[src/hw/core_pkg.sv]
// Shared widths, bridge addresses and data-table constants for the core glue.
// Bridge addresses are byte addresses and are decoded by full compare.
// Data-table addresses are word addresses into the host data table.

package core_pkg;

  //////////////////////////////////////////////////////////////////////
  // vector types

  // bridge byte address
  typedef logic [31:0] bridge_addr_t;

  // bridge write data and data-table words
  typedef logic [31:0] bridge_data_t;

  // one controller key bitmap
  typedef logic [15:0] key_word_t;

  // red [23:16], green [15:8], blue [7:0]
  typedef logic [23:0] rgb_t;

  // data-table word address
  typedef logic [9:0] datatable_addr_t;

  // sram size code reported by the core
  typedef logic [3:0] sram_size_t;

  // lightgun d-pad aim speed
  typedef logic [7:0] aim_speed_t;

  //////////////////////////////////////////////////////////////////////
  // settings register addresses

  // bit 0 is multitap enable
  localparam bridge_addr_t SETTINGS_MULTITAP_ADDR = 32'h0000_0100;

  // bit 0 lightgun enable, bit 1 lightgun type
  localparam bridge_addr_t SETTINGS_LIGHTGUN_ADDR = 32'h0000_0104;

  // bits 7:0 aim speed
  localparam bridge_addr_t SETTINGS_AIM_SPEED_ADDR = 32'h0000_0108;

  //////////////////////////////////////////////////////////////////////
  // data table

  // size entry of data slot 0
  localparam datatable_addr_t DATATABLE_ROM_SIZE_ADDR = 10'd1;

  // size entry of data slot 1, i.e. slot index * 2 + 1
  localparam datatable_addr_t DATATABLE_SAVE_SIZE_ADDR = 10'd3;

  // save size base unit, shifted left by the sram size code
  localparam bridge_data_t SAVE_SIZE_UNIT = 32'd1024;

  // synchronizer depth for controller keys
  localparam int SYNC_STAGES = 3;

endpackage
[src/hw/core_top.sv]
// Glue logic of the game core wrapper, all in the clk_74a domain.
// pll_core_locked low resets every block; the data table is an external RAM
// with one cycle of read latency.

`timescale 1ns/1ps

module core_top (
  input  logic                      clk_74a,
  input  logic                      pll_core_locked,

  // host bridge, one-cycle write strobe
  input  core_pkg::bridge_addr_t    bridge_addr,
  input  logic                      bridge_wr,
  input  core_pkg::bridge_data_t    bridge_wr_data,

  // data slot strobes from the host
  input  logic                      dataslot_requestread,
  input  logic                      dataslot_requestwrite,
  input  logic                      dataslot_allcomplete,

  // data table port
  output core_pkg::datatable_addr_t datatable_addr,
  output logic                      datatable_wren,
  output core_pkg::bridge_data_t    datatable_data,
  input  core_pkg::bridge_data_t    datatable_q,

  // from the core
  input  core_pkg::sram_size_t      sram_size,
  input  logic                      core_hblank,
  input  logic                      core_vblank,
  input  logic                      core_hsync,
  input  logic                      core_vsync,
  input  core_pkg::rgb_t            core_rgb,

  // controller keys
  input  core_pkg::key_word_t       cont1_key,
  input  core_pkg::key_word_t       cont2_key,
  input  core_pkg::key_word_t       cont3_key,
  input  core_pkg::key_word_t       cont4_key,

  // to the core
  output logic                      multitap_enabled,
  output logic                      lightgun_enabled,
  output logic                      lightgun_type,
  output core_pkg::aim_speed_t      lightgun_dpad_aim_speed,
  output logic                      ioctl_download,
  output logic                      save_download,
  output core_pkg::bridge_data_t    rom_file_size,
  output core_pkg::key_word_t       cont1_key_s,
  output core_pkg::key_word_t       cont2_key_s,
  output core_pkg::key_word_t       cont3_key_s,
  output core_pkg::key_word_t       cont4_key_s,

  // video to the scaler
  output core_pkg::rgb_t            video_rgb,
  output logic                      video_de,
  output logic                      video_hs,
  output logic                      video_vs
);

  //////////////////////////////////////////////////////////////////////
  // host side

  bridge_settings u_settings (
    .clk_74a                 (clk_74a),
    .pll_core_locked         (pll_core_locked),
    .bridge_addr             (bridge_addr),
    .bridge_wr               (bridge_wr),
    .bridge_wr_data          (bridge_wr_data),
    .multitap_enabled        (multitap_enabled),
    .lightgun_enabled        (lightgun_enabled),
    .lightgun_type           (lightgun_type),
    .lightgun_dpad_aim_speed (lightgun_dpad_aim_speed)
  );

  dataslot_tracker u_tracker (
    .clk_74a               (clk_74a),
    .pll_core_locked       (pll_core_locked),
    .dataslot_requestread  (dataslot_requestread),
    .dataslot_requestwrite (dataslot_requestwrite),
    .dataslot_allcomplete  (dataslot_allcomplete),
    .ioctl_download        (ioctl_download),
    .save_download         (save_download)
  );

  datatable_sequencer u_datatable (
    .clk_74a         (clk_74a),
    .pll_core_locked (pll_core_locked),
    .sram_size       (sram_size),
    .datatable_q     (datatable_q),
    .datatable_addr  (datatable_addr),
    .datatable_wren  (datatable_wren),
    .datatable_data  (datatable_data),
    .rom_file_size   (rom_file_size)
  );

  //////////////////////////////////////////////////////////////////////
  // core side

  key_sync u_keys (
    .clk_74a         (clk_74a),
    .pll_core_locked (pll_core_locked),
    .cont1_key       (cont1_key),
    .cont2_key       (cont2_key),
    .cont3_key       (cont3_key),
    .cont4_key       (cont4_key),
    .cont1_key_s     (cont1_key_s),
    .cont2_key_s     (cont2_key_s),
    .cont3_key_s     (cont3_key_s),
    .cont4_key_s     (cont4_key_s)
  );

  video_conditioner u_video (
    .clk_74a         (clk_74a),
    .pll_core_locked (pll_core_locked),
    .core_hblank     (core_hblank),
    .core_vblank     (core_vblank),
    .core_hsync      (core_hsync),
    .core_vsync      (core_vsync),
    .core_rgb        (core_rgb),
    .video_rgb       (video_rgb),
    .video_de        (video_de),
    .video_hs        (video_hs),
    .video_vs        (video_vs)
  );

endmodule

[src/hw/video_conditioner.sv]
// Registers the core pixel stream for the scaler with one clock of latency.
// RGB is forced to black outside the active area; hs and vs become
// single-cycle pulses on the rising edge of the core sync levels.

`timescale 1ns/1ps

module video_conditioner (
  input  logic           clk_74a,
  input  logic           pll_core_locked,

  input  logic           core_hblank,
  input  logic           core_vblank,
  input  logic           core_hsync,
  input  logic           core_vsync,
  input  core_pkg::rgb_t core_rgb,

  output core_pkg::rgb_t video_rgb,
  output logic           video_de,
  output logic           video_hs,
  output logic           video_vs
);

  logic active;
  logic hs_prev;
  logic vs_prev;

  assign active = !(core_hblank || core_vblank);

  always_ff @(posedge clk_74a or negedge pll_core_locked) begin
    if (!pll_core_locked) begin
      video_rgb <= '0;
      video_de  <= 1'b0;
      video_hs  <= 1'b0;
      video_vs  <= 1'b0;
      hs_prev   <= 1'b0;
      vs_prev   <= 1'b0;
    end else begin
      video_de <= active;

      // black during blanking
      if (active) begin
        video_rgb <= core_rgb;
      end else begin
        video_rgb <= '0;
      end

      // rising edge only
      video_hs <= core_hsync && !hs_prev;
      video_vs <= core_vsync && !vs_prev;
      hs_prev  <= core_hsync;
      vs_prev  <= core_vsync;
    end
  end

endmodule

[src/hw/key_sync.sv]
// Flop chain for the four controller key bitmaps.
// Latency is SYNC_STAGES clocks; bits are synchronized individually, so a
// multi-bit change may land across two cycles if the source is asynchronous.

`timescale 1ns/1ps

module key_sync (
  input  logic                clk_74a,
  input  logic                pll_core_locked,

  input  core_pkg::key_word_t cont1_key,
  input  core_pkg::key_word_t cont2_key,
  input  core_pkg::key_word_t cont3_key,
  input  core_pkg::key_word_t cont4_key,

  output core_pkg::key_word_t cont1_key_s,
  output core_pkg::key_word_t cont2_key_s,
  output core_pkg::key_word_t cont3_key_s,
  output core_pkg::key_word_t cont4_key_s
);

  import core_pkg::*;

  key_word_t key_in   [4];
  key_word_t key_pipe [4][SYNC_STAGES];

  assign key_in[0] = cont1_key;
  assign key_in[1] = cont2_key;
  assign key_in[2] = cont3_key;
  assign key_in[3] = cont4_key;

  always_ff @(posedge clk_74a or negedge pll_core_locked) begin
    if (!pll_core_locked) begin
      for (int c = 0; c < 4; c++) begin
        for (int s = 0; s < SYNC_STAGES; s++) begin
          key_pipe[c][s] <= '0;
        end
      end
    end else begin
      for (int c = 0; c < 4; c++) begin
        key_pipe[c][0] <= key_in[c];
        for (int s = 1; s < SYNC_STAGES; s++) begin
          key_pipe[c][s] <= key_pipe[c][s-1];
        end
      end
    end
  end

  // last stage out
  assign cont1_key_s = key_pipe[0][SYNC_STAGES-1];
  assign cont2_key_s = key_pipe[1][SYNC_STAGES-1];
  assign cont3_key_s = key_pipe[2][SYNC_STAGES-1];
  assign cont4_key_s = key_pipe[3][SYNC_STAGES-1];

endmodule

[src/hw/datatable_sequencer.sv]
// Shares the single data-table port between a ROM size read and a save size write.
// Phases 0-4 read slot 0 size, phases 5-7 write slot 1 size; the cycle is 8 clocks.
// The table RAM must return datatable_q one cycle after the address.

`timescale 1ns/1ps

module datatable_sequencer (
  input  logic                      clk_74a,
  input  logic                      pll_core_locked,

  input  core_pkg::sram_size_t      sram_size,
  input  core_pkg::bridge_data_t    datatable_q,

  output core_pkg::datatable_addr_t datatable_addr,
  output logic                      datatable_wren,
  output core_pkg::bridge_data_t    datatable_data,
  output core_pkg::bridge_data_t    rom_file_size
);

  import core_pkg::*;

  logic [2:0]   phase;
  logic         write_phase;
  bridge_data_t save_size;

  // phases 5..7 own the port for writing
  assign write_phase = (phase > 3'd4);

  // size code to bytes, code 0 means no save ram
  assign save_size = (sram_size == '0) ? '0 : (SAVE_SIZE_UNIT << sram_size);

  //////////////////////////////////////////////////////////////////////
  // port sequencing

  always_ff @(posedge clk_74a or negedge pll_core_locked) begin
    if (!pll_core_locked) begin
      phase          <= 3'd0;
      datatable_addr <= '0;
      datatable_wren <= 1'b0;
      datatable_data <= '0;
      rom_file_size  <= '0;
    end else begin
      phase <= phase + 3'd1;

      if (write_phase) begin
        datatable_wren <= 1'b1;
        datatable_addr <= DATATABLE_SAVE_SIZE_ADDR;
        datatable_data <= save_size;
      end else begin
        datatable_wren <= 1'b0;
        datatable_addr <= DATATABLE_ROM_SIZE_ADDR;
      end

      // read address has been stable for several cycles by phase 4
      if (phase == 3'd4) begin
        rom_file_size <= datatable_q;
      end
    end
  end

endmodule

[src/hw/dataslot_tracker.sv]
// Download flags derived from the host data-slot strobes.
// requestread and requestwrite are one-cycle strobes; allcomplete is a level.
// Everything is in the clk_74a domain, so no crossing is done here.

`timescale 1ns/1ps

module dataslot_tracker (
  input  logic clk_74a,
  input  logic pll_core_locked,

  input  logic dataslot_requestread,
  input  logic dataslot_requestwrite,
  input  logic dataslot_allcomplete,

  output logic ioctl_download,
  output logic save_download
);

  logic allcomplete_prev;
  logic allcomplete_rise;

  assign allcomplete_rise = dataslot_allcomplete && !allcomplete_prev;

  always_ff @(posedge clk_74a or negedge pll_core_locked) begin
    if (!pll_core_locked) begin
      allcomplete_prev <= 1'b0;
      ioctl_download   <= 1'b0;
      save_download    <= 1'b0;
    end else begin
      allcomplete_prev <= dataslot_allcomplete;

      // rom download, request wins over completion
      if (dataslot_requestwrite) begin
        ioctl_download <= 1'b1;
      end else if (dataslot_allcomplete) begin
        ioctl_download <= 1'b0;
      end

      // save flag clears once per completion edge
      if (dataslot_requestread || dataslot_requestwrite) begin
        save_download <= 1'b1;
      end else if (allcomplete_rise) begin
        save_download <= 1'b0;
      end
    end
  end

endmodule

[src/hw/bridge_settings.sv]
// Core option registers written by the host bridge.
// Only single-cycle bridge writes to the three settings addresses are decoded;
// the registers cannot be read back over the bridge.

`timescale 1ns/1ps

module bridge_settings (
  input  logic                   clk_74a,
  input  logic                   pll_core_locked,

  input  core_pkg::bridge_addr_t bridge_addr,
  input  logic                   bridge_wr,
  input  core_pkg::bridge_data_t bridge_wr_data,

  output logic                   multitap_enabled,
  output logic                   lightgun_enabled,
  output logic                   lightgun_type,
  output core_pkg::aim_speed_t   lightgun_dpad_aim_speed
);

  import core_pkg::*;

  //////////////////////////////////////////////////////////////////////
  // write decode

  always_ff @(posedge clk_74a or negedge pll_core_locked) begin
    if (!pll_core_locked) begin
      multitap_enabled        <= 1'b0;
      lightgun_enabled        <= 1'b0;
      lightgun_type           <= 1'b0;
      lightgun_dpad_aim_speed <= '0;
    end else if (bridge_wr) begin
      case (bridge_addr)
        SETTINGS_MULTITAP_ADDR: begin
          multitap_enabled <= bridge_wr_data[0];
        end
        SETTINGS_LIGHTGUN_ADDR: begin
          // enable and type share one word
          lightgun_enabled <= bridge_wr_data[0];
          lightgun_type    <= bridge_wr_data[1];
        end
        SETTINGS_AIM_SPEED_ADDR: begin
          lightgun_dpad_aim_speed <= bridge_wr_data[7:0];
        end
        default: begin
          // other bridge traffic is ignored here
        end
      endcase
    end
  end

endmodule

[config.mk]
export PLATFORM = sky130hd
export DESIGN_NAME = core_top
export DESIGN_NICKNAME = d
export VERILOG_FILES = /design/src/hw/core_pkg.sv /design/src/hw/core_top.sv /design/src/hw/video_conditioner.sv /design/src/hw/key_sync.sv /design/src/hw/datatable_sequencer.sv /design/src/hw/dataslot_tracker.sv /design/src/hw/bridge_settings.sv
export SDC_FILE = /design/constraint.sdc
export NUM_CORES = 1
export LEC_CHECK = 0
export ABC_AREA = 0
export ABC_CLOCK_PERIOD_IN_PS = 3000
export BUFFER_PORTS_ARGS = -buffer_cell sky130_fd_sc_hd__buf_2
export CAP_MARGIN = 20
export CORE_AREA = 2 2 146 148
export DETAILED_ROUTE_END_ITERATION = 6
export DIE_AREA = 0 0 148 150
export PLACE_DENSITY_LB_ADDON = 0.25
export RECOVER_POWER = 50
export SLEW_MARGIN = 20
export SYNTH_ARGS = -nofsm -noshare
export SYNTH_HDL_FRONTEND = slang
export SYNTH_SLANG_ARGS = --single-unit
[constraint.sdc]
create_clock -name clk_74a -period 3 [get_ports clk_74a]
set_input_delay 0.45 -clock clk_74a [delete_from_list [all_inputs] [get_ports clk_74a]]
set_output_delay 0.45 -clock clk_74a [all_outputs]
set_load 0.01 [all_outputs]
Word-level counts from Yosys, hierarchy flattened
Index checks and enable logic that the tools add are counted.
W data, S select, Z words.
{"block": "totals", "out_inout_bits": 179, "elab_cells": 60, "input_bits": 198, "register_bits": 305}
{"block": "classes", "addsub": 1, "magnitude_cmp": 1, "mux": 8, "n_reduce_logical": 15, "shift": 1, "n_eq_ne": 4}
{"operator": "$eq A32 B9 Y1 const B", "count": 3}
{"operator": "$mux W32", "count": 1}
{"operator": "$shl A11 B4 Y32 const A", "count": 1}
{"operator": "$mux W24", "count": 1}
{"operator": "$reduce_and A2 Y1", "count": 3}
{"operator": "$mux W1", "count": 5}
{"operator": "$logic_not A1 Y1", "count": 4}
{"operator": "$logic_not A4 Y1", "count": 1}
{"operator": "$reduce_bool A2 Y1", "count": 2}
{"operator": "$add A3 B1 Y3 const B", "count": 1}
{"operator": "$eq A3 B3 Y1 const B", "count": 1}
{"operator": "$gt A3 B3 Y1 const B", "count": 1}
{"operator": "$logic_and A1 B1 Y1", "count": 3}
{"operator": "$logic_or A1 B1 Y1", "count": 2}
{"operator": "$mux W2", "count": 1}

Logic depth before layout (Yosys ltp)
{"block": "logic_depth", "ltp_word": 4, "mapped_depth": 6}

By module
From an unflattened synthesis, not the netlist that was laid out.
{"block": "hier_totals", "cells_unflattened": 520, "area_unflattened_um2": 9365.2}
{"mod": "key_sync", "cells_each": 256, "n_inst": 1, "seq_area_each_um2": 4804.6, "area_each_um2": 5285.1}
{"mod": "datatable_sequencer", "cells_each": 159, "n_inst": 1, "seq_area_each_um2": 1326.3, "area_each_um2": 2362.3}
{"mod": "video_conditioner", "cells_each": 62, "n_inst": 1, "seq_area_each_um2": 725.7, "area_each_um2": 1098.6}
{"mod": "bridge_settings", "cells_each": 36, "n_inst": 1, "seq_area_each_um2": 275.3, "area_each_um2": 518.0}
{"mod": "dataslot_tracker", "cells_each": 7, "n_inst": 1, "seq_area_each_um2": 75.1, "area_each_um2": 101.3}

Worst setup path before layout
Ideal clock, no wire load.
{"block": "synth_timing", "kind": "input to register", "start": "input port bridge_addr[12]", "end": "register u_settings.lightgun_dpad_aim_speed[0]", "path_buffers": 0, "cell_stages": 4, "t_arrival_ps": 1723, "setup_time_ps": 125, "slack_ps": 1153, "path_cell_list": "nor4_1 -> nand4_1 -> nor4_4 -> mux2_2"}
{"block": "synth_via", "elab_chain_len": 2}
{"element": "start: declaration", "line": "core_top.sv:12", "text": "input core_pkg::bridge_addr_t bridge_addr,"}
{"element": "$eq A32 B9 Y1", "line": "bridge_settings.sv:33", "text": "case (bridge_addr)"}
{"element": "$reduce_and A2 Y1 (no line)"}
{"element": "end signal: assignment", "line": "bridge_settings.sv:43", "text": "lightgun_dpad_aim_speed <= bridge_wr_data[7:0];"}
{"element": "end: declaration", "line": "bridge_settings.sv:18", "text": "output core_pkg::aim_speed_t lightgun_dpad_aim_speed"}
Every way passes these cells.
A chain may end at the register's enable or synchronous reset.

Worst setup path after layout
{"block": "layout_timing", "start": "register u_datatable.phase[0]", "end": "register u_datatable.datatable_data[22]"}
{"block": "layout_via", "elab_chain_len": 1}
{"element": "start: declaration", "line": "datatable_sequencer.sv:22", "text": "logic [2:0] phase;"}
{"element": "start signal: assignment", "line": "datatable_sequencer.sv:43", "text": "phase <= phase + 3'd1;"}
{"element": "$gt A3 B3 Y1", "line": "datatable_sequencer.sv:27", "text": "assign write_phase = (phase > 3'd4);"}
{"element": "end signal: assignment", "line": "datatable_sequencer.sv:48", "text": "datatable_data <= save_size;"}
{"element": "end: declaration", "line": "datatable_sequencer.sv:16", "text": "output core_pkg::bridge_data_t datatable_data,"}
Every way passes these cells.

==> results.sh <==
export IMPL_nets=1012
export IMPL_critPathCaptureType="flip-flop"
export IMPL_grt_pass1_vias=5075
export IMPL_maxCapViolations=0
export IMPL_postCtsResizedCells=0
export IMPL_period_needed_ns=1.86
export IMPL_grt_first_pass_wirelength_um=25500
export IMPL_root_buffer="clkbuf_16"
export IMPL_clk_path_buf_depth=3
export IMPL_core_area_sq_um=20700
export IMPL_finalWorstSetupSlack_ns=1.14
export IMPL_reg2reg_slack_ns=1.14
export IMPL_critPathMaxFanout=23
export IMPL_ioPinCount=377
export IMPL_cellPowerDensity_nw_per_um2=735
export IMPL_cts_tree="done"
export IMPL_hold_path_class="input port to async pin"
export IMPL_post_route_period_util_pct=62.1
export IMPL_violations="negative hold slack"
export IMPL_holdWs_ns=-0.0431
export IMPL_drt_iter0_drc=173
export IMPL_dpl_hpwl_um=12300
export IMPL_r2r_end="u_datatable.datatable_data[22]"
export IMPL_fp_dieW_um=148
export IMPL_cp_data_required_time_ns=3.42
export IMPL_crit_buf_inv=1
export IMPL_syn2layout_area_growth_pct=28.4
export IMPL_fillers=1699
export IMPL_pwr_share_clk_pct=46.6
export IMPL_internal_power_mw=6.77
export IMPL_start_kind="flip-flop"
export IMPL_rsz0062_at_grt="false"
export IMPL_synth_seq_cells=288
export IMPL_seqPwrFrac_pct=48.6
export IMPL_syn_mean_instance_area_sq_um=17.2
export IMPL_finalHoldViolCount=20
export IMPL_ys_seq_area_share_pct=80.4
export IMPL_instances_no_fill=1113
export IMPL_slowest_delay_ns=0.61
export IMPL_worstMarginPinSlew_ns=1.18
export IMPL_clock_fmax_mhz=537
export IMPL_grtUsageTotal_pct=14.5
export IMPL_dr_pass1_iters=4
export IMPL_ant_nets=0
export IMPL_num_rows=53
export IMPL_cts_sinks=288
export IMPL_place_worst_setup_slack_ns=0.685
export IMPL_outcome="finished, violations left"
export IMPL_grt_max_degree=106
export IMPL_vias=4762
export IMPL_crit_slowest_cell="nand2b_1"
export IMPL_crit_type="flip-flop to flip-flop"
export IMPL_clk_latency_ns=0.53
export IMPL_grt_ovfl_total=0
export IMPL_hold_buffers=0
export IMPL_grt_antenna_before_repair=4
export IMPL_arrival_ns=2.28
export IMPL_tns_ns=0
export IMPL_wl_per_cell_um=15.2
export IMPL_gp_congestion=0.749
export IMPL_relSlewSlack_pct=21.3
export IMPL_post_cts_buffers=0
export IMPL_drcViolationCount=0
export IMPL_final_util_pct=55.6
export IMPL_die_h_um=150
export IMPL_setup_violations=0
export IMPL_port_buffers=328
export IMPL_total_leakage_power_nw=5.89
export IMPL_start_util_pct=43.3
export IMPL_reg2reg_depth=5
export IMPL_switching_power_mw=1.68
export IMPL_combPwrFrac_pct=4.8
export IMPL_ctsHtreeMaxLevel=1
export IMPL_clk_pin_slew_ns=0.06
export IMPL_cts_made_buffers=28
export IMPL_routed_wl_um=17000
export IMPL_synth_cells=521
export IMPL_switching_share_pct=19.9
export IMPL_crit_family="simple AND/OR/NAND/NOR gates"
export IMPL_die_area_sq_um=22200
export IMPL_ir_drop_uv=404
export IMPL_crit_chain="inv_1, ha_1, nand2b_1, nor2_1, a32o_1"
export IMPL_synth_area_sq_um=8960
export IMPL_ys_warn_count=0
export IMPL_final_max_slew_violation_count=0
export IMPL_layout_drive_gt1_share_pct=51.2
export IMPL_synth_cell_type_count=26
export IMPL_clock_skew_final_ns=0.0173
export IMPL_r2r_start="u_datatable.phase[0]"
export IMPL_dp_cells=1057
export IMPL_routed_via_density=4.28
==> metal layers <==
metal	vias to the layer above	global-route usage (%)	wire, um
li1	2165	-	-
met1	2313	16.3	6010
met2	251	25.5	8700
met3	33	5.40	1860
met4	0	4.90	398
met5	-	0	0
==> power groups by stage <==
| stage | combinational [mW] | clock [mW] | sequential (mW) |
|---|---|---|---|
| 6_report | 0.405 | 3.94 | 4.11 |
| 5_1_grt | 0.451 | 4.22 | 4.13 |
| 4_1_cts | 0.420 | 4.05 | 4.11 |
| 3_5_place_dp | 0.418 | 0 | 4.18 |
| 3_3_place_gp | 0.407 | 0 | 4.17 |
| 2_1_floorplan | 0.168 | 0 | 4.19 |
==> registers in the layout, summed over array words and instances (netlist names), 8 cells and up <==
register / flops
u_settings.lightgun_dpad_aim_speed: 8
u_datatable.datatable_data: 16
u_keys.cont2_key_s: 16
u_keys.key_pipe: 128
u_keys.cont3_key_s: 16
u_keys.cont1_key_s: 16
u_keys.cont4_key_s: 16
u_video.video_rgb: 24
u_datatable.rom_file_size: 32
==> synthesized netlist by cell type <==
cell      count  area [sq um]
o31ai_1       4          30.0
conb_1        2          7.51
nor3_1        1          5.00
buf_1         3          11.3
o41ai_1       3          26.3
clkbuf_1      4          15.0
dfrtp_1     288          7210
nor4b_2       2          30.0
nand3_1       2          10.0
buf_4        89           668
mux2_2       43           484
nor2_1        3          11.3
xor2_1        1          8.76
nor4_1        6          37.5
ha_1          2          25.0
a21o_1        1          7.51
a32o_1        3          30.0
nand4_1       2          12.5
nand2b_1      3          18.8
nor2b_1       2          12.5
and2_1       25           156
nor4_4        1          21.3
o21ai_0       6          30.0
nor4b_1       1          8.76
nand2_1      17          63.8
inv_1         7          26.3
==> how the worst max path moves through the flow <==
stage	to	cells after the start	start
floorplan	u_settings.lightgun_dpad_aim_speed[0]	4	bridge_addr[12]
global placement	u_settings.lightgun_enabled	5	bridge_addr[11]
detailed placement	u_settings.lightgun_type	5	bridge_addr[12]
CTS	u_datatable.datatable_data[22]	5	u_datatable.phase[0]
global route	u_video.video_rgb[2]	2	pll_core_locked
finish	u_datatable.datatable_data[22]	5	u_datatable.phase[0]
==> cells in the final DEF, fill, tap and decap left out, types with 4 or more instances in the layout <==
cell       count
clkinv_2       4
nor4_1         6
and2_1        25
clkbuf_1       5
buf_2        325
bufinv_16      7
diode_2        4
nand2_1       17
o31ai_1        4
inv_1          7
clkbuf_8       7
clkbuf_16     29
conb_1        25
mux2_2        43
o21ai_0        6
dfrtp_1      288
==> metrics by stage <==
step / hold slack, ns / power (mW) / instance area [sq um]
final: -0.0431 / 8.45 / 11500
after global routing: 0.000837 / 8.80 / 11500
after CTS: 0.00555 / 8.59 / 11500
after detailed placement: 0.335 / 4.60 / 10400
after global placement: 0.331 / 4.58 / 10400
after floorplan: 0.154 / 4.36 / 9050
==> area by class of cell <==
cell class / count / area [sq um] / share of cell area, %
clock buffer: 38 / 830 / 7.21
clock inverter: 14 / 255 / 2.22
antenna: 4 / 10.0 / 0.0870
tap: 275 / 344 / 2.99
inverter: 7 / 26.3 / 0.228
sequential: 288 / 7210 / 62.6
timing repair buffer: 334 / 1710 / 14.9
multi-input combinational: 153 / 1120 / 9.76
==> cell families after synthesis <==
family	synth area share (%)
other cells	0.0838
flops	80.4
mux	5.40
xor+xnor	0.0977
simple gates	4.33
buf+inv	8.04
fa+ha+maj	0.279
compound gates	1.38
No activity file was read; power rests on OpenSTA's default activity.
